==> src/common/sid_config.svh <==
// build-wide constants; SID_VOICES above 4 would overflow the 18-bit mixer accumulators
`ifndef SID_CONFIG_SVH
`define SID_CONFIG_SVH

// number of voices, one routing bit each
`define SID_VOICES 3

// filter coefficient loaded after reset, about 1/32 of full scale
`define SID_COEF_RESET 16'h0800

// extra cycles granted to the testbench before it gives up
`define SID_TIMEOUT_MARGIN 200

`endif
==> src/common/sidPkg.sv <==
// audio back end types; satWide assumes sums of at most four 16-bit terms (18-bit input)
package sidPkg;

  typedef enum logic [1:0] {
    modeBypass   = 2'd0,  // clipped input straight through
    modeLowpass  = 2'd1,  // one-pole state
    modeHighpass = 2'd2   // input minus state
  } filterMode_t;

  typedef logic signed [15:0] sample_t;  // audio sample
  typedef logic signed [16:0] wide_t;    // pre-clip sum
  typedef logic signed [11:0] voice_t;   // raw waveform

  // saturate an 18-bit sum to the 17-bit range
  function automatic wide_t satWide(input logic signed [17:0] x);
    if (x[17] != x[16]) begin
      satWide = x[17] ? 17'h10000 : 17'h0ffff;  // most negative / most positive
    end else begin
      satWide = x[16:0];
    end
  endfunction

endpackage

==> src/hw/sidAudioPath.sv <==
// audioValid is a 1-cycle strobe 3 cycles after sampleValid; mode, coef and volume are static
`timescale 1ns/1ps
`include "sid_config.svh"

module sidAudioPath (
  input  logic                   clk,
  input  logic                   rst,
  input  logic                   sampleValid,
  input  sidPkg::voice_t         voice0,
  input  sidPkg::voice_t         voice1,
  input  sidPkg::voice_t         voice2,
  input  logic [7:0]             env0,
  input  logic [7:0]             env1,
  input  logic [7:0]             env2,
  input  logic [`SID_VOICES-1:0] filterRoute,
  input  sidPkg::filterMode_t    mode,
  input  logic [15:0]            coef,
  input  logic [3:0]             volume,
  output sidPkg::sample_t        audioOut,
  output logic                   audioValid
);

  sidPkg::wide_t      filtIn;     // mixer to filter
  sidPkg::wide_t      directSum;
  logic               mixValid;
  sidPkg::sample_t    filtOut;    // filter stage outputs
  sidPkg::wide_t      directOut;
  logic               filtValid;
  logic signed [17:0] finalFull;  // filtered plus direct
  sidPkg::wide_t      finalWide;
  sidPkg::sample_t    finalMix;   // into the volume stage

  voiceMixer mixer0 (
    .clk(clk), .rst(rst), .sampleValid(sampleValid),
    .voice0(voice0), .voice1(voice1), .voice2(voice2),
    .env0(env0), .env1(env1), .env2(env2), .filterRoute(filterRoute),
    .filtIn(filtIn), .directSum(directSum), .mixValid(mixValid)
  );

  voiceFilter filter0 (
    .clk(clk), .rst(rst), .mixValid(mixValid), .filtIn(filtIn),
    .directSum(directSum), .mode(mode), .coef(coef),
    .filtOut(filtOut), .directOut(directOut), .filtValid(filtValid)
  );

  assign finalFull = {{2{filtOut[15]}}, filtOut} + {directOut[16], directOut};
  assign finalWide = sidPkg::satWide(finalFull);

  clipper clipMix (
    .in (finalWide),
    .out(finalMix)
  );

  mdac16x4 volume0 (
    .clk  (clk),
    .voice(finalMix),
    .vol  (volume),
    .out  (audioOut)  // zero after reset since the filter outputs are cleared
  );

  always_ff @(posedge clk) begin
    if (rst) begin
      audioValid <= 1'b0;
    end else begin
      audioValid <= filtValid;  // matches the mdac16x4 register
    end
  end

endmodule

==> src/hw/filter/voiceFilter.sv <==
// one-pole filter, coef in 0..65535 sets the pole; state only moves on mixValid, even in bypass
`timescale 1ns/1ps

module voiceFilter (
  input  logic                clk,
  input  logic                rst,
  input  logic                mixValid,
  input  sidPkg::wide_t       filtIn,
  input  sidPkg::wide_t       directSum,
  input  sidPkg::filterMode_t mode,
  input  logic [15:0]         coef,
  output sidPkg::sample_t     filtOut,
  output sidPkg::wide_t       directOut,
  output logic                filtValid
);

  sidPkg::sample_t    lp;        // lowpass state
  logic signed [17:0] diffFull;  // input minus state, full width
  sidPkg::wide_t      diffWide;  // limited to 17 bits
  sidPkg::sample_t    diff;      // highpass value
  sidPkg::sample_t    multOut;   // coef * diff
  sidPkg::wide_t      lpSum;     // state plus step
  sidPkg::sample_t    lpNext;    // saturated new state
  sidPkg::sample_t    inClip;    // bypass value
  sidPkg::sample_t    selOut;    // mode-selected output

  assign diffFull = {filtIn[16], filtIn} - {{2{lp[15]}}, lp};
  assign diffWide = sidPkg::satWide(diffFull);

  clipper clipDiff (
    .in (diffWide),
    .out(diff)
  );

  mult16x16 mult0 (
    .signal(diffWide),  // clipped again inside, same as diff
    .coef  (coef),
    .out   (multOut)
  );

  assign lpSum = {lp[15], lp} + {multOut[15], multOut};

  // keeps the state in range when the input runs past 16 bits
  clipper clipState (
    .in (lpSum),
    .out(lpNext)
  );

  clipper clipIn (
    .in (filtIn),
    .out(inClip)
  );

  always_comb begin
    case (mode)
      sidPkg::modeLowpass:  selOut = lpNext;
      sidPkg::modeHighpass: selOut = diff;
      default:              selOut = inClip;  // bypass
    endcase
  end

  always_ff @(posedge clk) begin
    if (rst) begin
      lp        <= '0;
      filtOut   <= '0;
      directOut <= '0;
      filtValid <= 1'b0;
    end else begin
      filtValid <= mixValid;
      if (mixValid) begin
        lp        <= lpNext;
        filtOut   <= selOut;
        directOut <= directSum;  // kept in step with filtOut
      end
    end
  end

  // mode comes straight from the top level pins
  assert property (@(posedge clk) disable iff (rst)
    mixValid |-> (mode inside {sidPkg::modeBypass, sidPkg::modeLowpass, sidPkg::modeHighpass}))
    else $error("illegal filter mode %0d", mode);

endmodule

==> src/hw/voiceMixer.sv <==
// route bit 1 sends a voice to the filter; all inputs are sampled with sampleValid
`timescale 1ns/1ps
`include "sid_config.svh"

module voiceMixer (
  input  logic                   clk,
  input  logic                   rst,
  input  logic                   sampleValid,
  input  sidPkg::voice_t         voice0,
  input  sidPkg::voice_t         voice1,
  input  sidPkg::voice_t         voice2,
  input  logic [7:0]             env0,
  input  logic [7:0]             env1,
  input  logic [7:0]             env2,
  input  logic [`SID_VOICES-1:0] filterRoute,
  output sidPkg::wide_t          filtIn,
  output sidPkg::wide_t          directSum,
  output logic                   mixValid
);

  sidPkg::voice_t         voiceArr [`SID_VOICES];  // voices as an array
  logic [7:0]             envArr   [`SID_VOICES];
  sidPkg::sample_t        scaled   [`SID_VOICES];  // registered in the mdacs
  logic [`SID_VOICES-1:0] routeReg;                // aligned with scaled
  logic signed [17:0]     filtAcc;                 // room for three full-scale terms
  logic signed [17:0]     directAcc;

  assign voiceArr = '{voice0, voice1, voice2};
  assign envArr   = '{env0, env1, env2};

  for (genvar i = 0; i < `SID_VOICES; i++) begin : gMdac
    mdac12x8 mdac (
      .clk  (clk),
      .voice(voiceArr[i]),
      .env  (envArr[i]),
      .out  (scaled[i])
    );
  end

  always_ff @(posedge clk) begin
    routeReg <= filterRoute;  // same stage as the mdac registers
    if (rst) begin
      mixValid <= 1'b0;
    end else begin
      mixValid <= sampleValid;
    end
  end

  always_comb begin
    filtAcc   = '0;
    directAcc = '0;
    for (int i = 0; i < `SID_VOICES; i++) begin
      if (routeReg[i]) begin
        filtAcc = filtAcc + 18'(scaled[i]);  // sign-extended
      end else begin
        directAcc = directAcc + 18'(scaled[i]);
      end
    end
  end

  assign filtIn    = sidPkg::satWide(filtAcc);
  assign directSum = sidPkg::satWide(directAcc);

endmodule

==> src/hw/mult/sidMultipliers.sv <==
// inferred stand-ins for the MAC16 multipliers; mult16x16 is unregistered, the mdacs have one stage
`timescale 1ns/1ps

// filter multiplier, signed signal times unsigned coefficient
module mult16x16 (
  input  sidPkg::wide_t   signal,
  input  logic [15:0]     coef,
  output sidPkg::sample_t out
);

  sidPkg::sample_t    clipped;  // signal limited to 16 bits
  logic signed [32:0] product;  // 16 x 17 signed, coef zero-extended

  clipper clip0 (
    .in (signal),
    .out(clipped)
  );

  assign product = clipped * $signed({1'b0, coef});  // unsigned coef
  assign out     = product[31:16];                   // top half of the 32-bit product

endmodule

// master volume, 16-bit sample times 4-bit unsigned level
module mdac16x4 (
  input  logic            clk,
  input  sidPkg::sample_t voice,
  input  logic [3:0]      vol,
  output sidPkg::sample_t out
);

  logic signed [31:0] product;  // fits in 20 bits

  // magnitude in a wider type so -32768 stays positive
  function automatic int absVal(input sidPkg::sample_t v);
    int wide;
    wide = int'(v);
    absVal = (wide < 0) ? -wide : wide;
  endfunction

  assign product = voice * $signed({1'b0, vol});

  always_ff @(posedge clk) begin
    out <= product[19:4];  // divide by 16
  end

  // full volume is 15/16, so the output never grows
  assert property (@(posedge clk)
    (vol == 4'hf) |=> (absVal(out) <= absVal($past(voice))))
    else $error("mdac16x4 output larger than input at full volume");

endmodule

// envelope scaling, 12-bit voice times 8-bit unsigned envelope
module mdac12x8 (
  input  logic            clk,
  input  sidPkg::voice_t  voice,
  input  logic [7:0]      env,
  output sidPkg::sample_t out
);

  logic signed [15:0] voiceHigh;  // voice in the top 12 bits
  logic signed [31:0] product;    // fits in 24 bits

  assign voiceHigh = {voice, 4'b0000};
  assign product   = voiceHigh * $signed({1'b0, env});  // unsigned env

  always_ff @(posedge clk) begin
    out <= product[23:8];  // voice * env >>> 4
  end

endmodule

==> src/hw/clipper.sv <==
// purely combinational 17-to-16-bit saturation, no rounding
`timescale 1ns/1ps

module clipper (
  input  sidPkg::wide_t   in,
  output sidPkg::sample_t out
);

  logic overflow;  // top two bits disagree

  assign overflow = in[16] ^ in[15];

  always_comb begin
    if (overflow) begin
      if (in[16]) begin
        out = 16'sh8000;  // below -32768
      end else begin
        out = 16'sh7fff;  // above 32767
      end
    end else begin
      out = in[15:0];  // already in range
    end
  end

endmodule

==> config.mk <==
export PLATFORM = sky130hd
export DESIGN_NAME = sidAudioPath
export DESIGN_NICKNAME = d
export VERILOG_FILES = /design/src/common/sidPkg.sv /design/src/hw/sidAudioPath.sv /design/src/hw/filter/voiceFilter.sv /design/src/hw/voiceMixer.sv /design/src/hw/mult/sidMultipliers.sv /design/src/hw/clipper.sv
export VERILOG_INCLUDE_DIRS = /design/src /design/src/common
export SDC_FILE = /design/constraint.sdc
export NUM_CORES = 2
export LEC_CHECK = 0
export BUFFER_PORTS_ARGS = -buffer_cell sky130_fd_sc_hd__clkbuf_2
export CAP_MARGIN = 20
export CORE_MARGIN = 2
export CORE_UTILIZATION = 40
export CTS_BUF_LIST = sky130_fd_sc_hd__clkbuf_16
export DETAILED_ROUTE_END_ITERATION = 8
export SLEW_MARGIN = 15
export SYNTH_ARGS = -nofsm -noshare
export SYNTH_HDL_FRONTEND = slang
export SYNTH_HIERARCHICAL = 1
export SYNTH_SLANG_ARGS = --single-unit
==> constraint.sdc <==
create_clock -name clk -period 17.5 [get_ports clk]
set_input_delay 0.875 -clock clk [delete_from_list [all_inputs] [get_ports clk]]
set_output_delay 0.875 -clock clk [all_outputs]
set_load 0.05 [all_outputs]
==> flow_summary_export.csv <==
group,metric,value,unit
run_status,outcome,"completed",
min_path,worst_hold_path_type,"reg -> reg",
setup_path,slowest_delay,0.58,ns
global_routing,grtUsageTotal,0.193,
setup_path,required,17.86,ns
floorplan,die_height,294,um
cells_and_area,drive_gt1_frac,0.0732,
global_routing,grt_max_degree,53,
global_routing,grt_pass1_wl,136,mm
sta,setup_viol,0,
synthesis,synth_compound_area_frac,0.154,
cts,clock-sinks,119,
global_routing,grt_pass1_vias,26714,
placed_design,place_hpwl,67.1,mm
synthesis,avgSynthCellArea,8.29,um2
global_routing,antenna_found_initial,1,
setup_path,ff2ff_setup_slack,1.25,ns
cells_and_area,antenna_cells,0,
sta,rsz0062_at_grt,"no",
cts,cts_tree,"yes",
sta,final.setup.tns,0,ns
drt,wirelength,81.1,mm
setup_path,worst_r2r_endpoint,"filter0/filtOut[11]",
synthesis,synthSimpleGateAreaFrac,0.172,
synthesis,synth_adder_area_share,0.424,
synthesis,ys_ff_latch,119,
drt,via_per_inst,5.17,
floorplan,design.die.area,86500,um2
setup_path,cp-end-kind,"register",
sta,finalCritPeriodShare,0.929,
setup_path,crit_top_cell,"fa_1",
sta,slew_headroom,0.367,
min_path,hold_end,"audioValid",
sta,max_freq,0.0615,GHz
setup_path,r2r_cells,69,
drt,drtIter0Drc,1538,
sta,tightest_slew,0.950,ns
min_path,hold_depth,1,
cells_and_area,fin_nets,4966,
setup_path,worstPathArrival,16.61,ns
synthesis,synth_edf_count,0,
drt,vias,26553,
cts,path_clk_slew,0.06,ns
cells_and_area,fill_cells,8392,
floorplan,rows,106,
cts,cts.path.max_buffers,2,
floorplan,core,83600,um2
synthesis,async_reset_ff_frac,0,
setup_path,critPathLaunchType,"register",
synthesis,synth_top_family_by_area,"adder cells",
min_path,min-delay-start,"filter0/filtValid",
placed_design,gp_congestion,0.902,
setup_path,cp_slowest_cell,"fa_1",
floorplan,start_util,0.403,
sta,report.final.slew_viol_count,0,
synthesis,synth_mux_area_frac,0.0216,
synthesis,yosys_warnings,6,
floorplan,die_w,294,um
cts,clk_latency,0.48,ns
sta,finalHoldViolCount,0,
synthesis,syn_inst,4059,
drt,wl_per_cell,15.8,um
synthesis,seq_area_frac_synth,0.0708,
sta,fin_crit,16.25,ns
setup_path,worstSetupPathType,"reg -> reg",
placed_design,numPortBuffers,104,
drt,drc,0,
run,maxCapViolCount,0,
drt,dr.pass1.iters,5,
cts,cts_buffers,17,
synthesis,netlist_area,33700,um2
synthesis,synth-main-ff-cell,"dfxtp_1",
synthesis,synth_fp_nets,4983,
sta,finClkSkew,0.0141,ns
synthesis,synth_cell_types,117,
cts,htreeDepth,4,
cts,cts_root_buf,"clkbuf_16",
cells_and_area,area_delta_synth_final,5.58,%
floorplan,io_pins,105,
global_routing,grt-ovfl-total,0,
synthesis,synth-xor-area-share,0.0499,
drt,ant_nets,0,
setup_path,r2r_start,"mixer0/gMdac[0].mdac/out[0]",
setup_path,crit_fanout,16,
cell families after synthesis:
family / Yosys count
buf+inv: 910
xor+xnor: 190
simple gates: 1165
flops: 119
mux: 70
fa+ha+maj: 871
compound gates: 734
cells in the final DEF (no fill, tap or decap), types with 10 or more instances in the layout:
| cell type | synthesis | layout |
|---|---|---|
| nand3_1 | 44 | 44 |
| and2_1 | 295 | 295 |
| o21a_1 | 29 | 29 |
| nor3_1 | 29 | 29 |
| and3_1 | 13 | 13 |
| o211ai_1 | 30 | 30 |
| a21o_1 | 138 | 125 |
| clkbuf_2 | 0 | 104 |
| nand2b_1 | 21 | 21 |
| a21oi_2 | 14 | 15 |
| xnor2_1 | 117 | 117 |
| xor2_1 | 71 | 71 |
| o21ai_0 | 124 | 123 |
| a31oi_1 | 27 | 27 |
| nand2_1 | 458 | 458 |
| nor2_1 | 184 | 184 |
| dfxtp_1 | 119 | 117 |
| o21ai_1 | 22 | 22 |
| a22oi_1 | 17 | 17 |
| a211oi_1 | 19 | 18 |
| o21bai_1 | 16 | 16 |
| maj3_1 | 26 | 26 |
| mux2_2 | 11 | 11 |
| nand4_1 | 25 | 25 |
| fa_1 | 459 | 459 |
| ha_1 | 377 | 374 |
| a21oi_1 | 147 | 146 |
| mux2i_1 | 58 | 58 |
| clkbuf_16 | 0 | 17 |
| nor2b_1 | 29 | 28 |
| a21o_2 | 0 | 11 |
| buf_4 | 9 | 11 |
| a211oi_2 | 11 | 10 |
| inv_1 | 753 | 754 |
synthesized netlist by cell type, types with 13 or more instances:
master,count,share of area
fa_1,459,0.27
mux2i_1,58,0.017
buf_6,14,0.0047
a21oi_1,147,0.022
a211oi_1,19,0.0042
inv_1,753,0.084
dfxtp_1,119,0.071
maj3_1,26,0.0077
nand2_1,458,0.051
a21o_1,138,0.031
clkbuf_1,97,0.011
nand2b_1,21,0.0039
xor2_1,71,0.018
a21oi_2,14,0.0036
and3_1,13,0.0024
nand4_1,25,0.0046
and2_1,295,0.055
nor3_1,29,0.0043
ha_1,377,0.14
nand3_1,44,0.0065
xnor2_1,117,0.030
a31oi_1,27,0.0050
o21ai_0,124,0.018
nor2_1,184,0.021
nor2b_1,29,0.0054
o211ai_1,30,0.0067
o21bai_1,16,0.0036
a22oi_1,17,0.0038
o21ai_1,22,0.0033
buf_2,20,0.0030
o21a_1,29,0.0065
routing by layer:
metal  wire [um]  vias to the layer above  track usage
li1            -                    13044            -
met1       37100                    12983        0.255
met2       40300                      443        0.338
met3        2300                       81       0.0191
met4        1440                        2       0.0434
met5          10                        -            0
repair_timing:
item / in CTS / in global routing
buffers inserted: 0 / 1
hold endpoints to repair: 0 / 0
resized for setup: 0 / 28
hold buffers: 0 / 0
setup endpoints to repair: 0 / 32
area by class of cell:
class	instances	area, um2	share of cell area
sequential	119	2380	0.0671
clock inverter	15	180	0.00507
multi-input combinational	3030	27700	0.780
clock buffer	17	425	0.0120
inverter	758	2850	0.0801
tap	1080	1350	0.0380
timing repair buffer	116	623	0.0175
per-stage QoR:
step	instances	hold WS (ns)	instance area, um2	utilization	setup slack [ns]
floorplan	4059	0.414	33700	-	1.83
global placement	5101	0.420	34800	0.417	0.598
detailed placement	5101	0.423	34800	0.417	0.370
CTS	5133	0.438	35400	0.424	0.261
global route	5135	0.457	35500	0.425	0.0851
finish	5135	0.435	35500	0.425	1.25
sequential cells by signal, indices dropped and copies added, names as in the netlist, 3 cells and up:
name / count
mixer0/routeReg: 3
filter0/lp: 16
filter0/filtOut: 16
volume0/out: 16
mixer0/gMdac.mdac/out: 48
filter0/directOut: 17
worst max-delay path by stage:
stage / start / endpoint
6_report: mixer0/gMdac[0].mdac/out[0] / filter0/filtOut[11]
5_1_grt: mixer0/gMdac[0].mdac/out[0] / filter0/filtOut[11]
4_1_cts: mixer0/routeReg[0] / filter0/filtOut[3]
3_5_place_dp: mixer0/routeReg[0] / filter0/filtOut[3]
3_3_place_gp: mixer0/routeReg[0] / filter0/filtOut[0]
2_1_floorplan: mixer0/routeReg[0] / filter0/filtOut[4]
worst max-delay path: cells and delay by family, from the launching register on:
kind | cells | cell delay, ns
compound gates | 23 | 5.37
fa+ha+maj | 17 | 6.40
simple gates | 14 | 2.30
flops | 1 | 0.30
mux | 2 | 0.30
xor+xnor | 4 | 0.71
buf+inv | 9 | 0.72
Power is left out: the tool's default activity adds up to more than one toggle a clock period on the data nets, which glitch-free logic cannot reach.
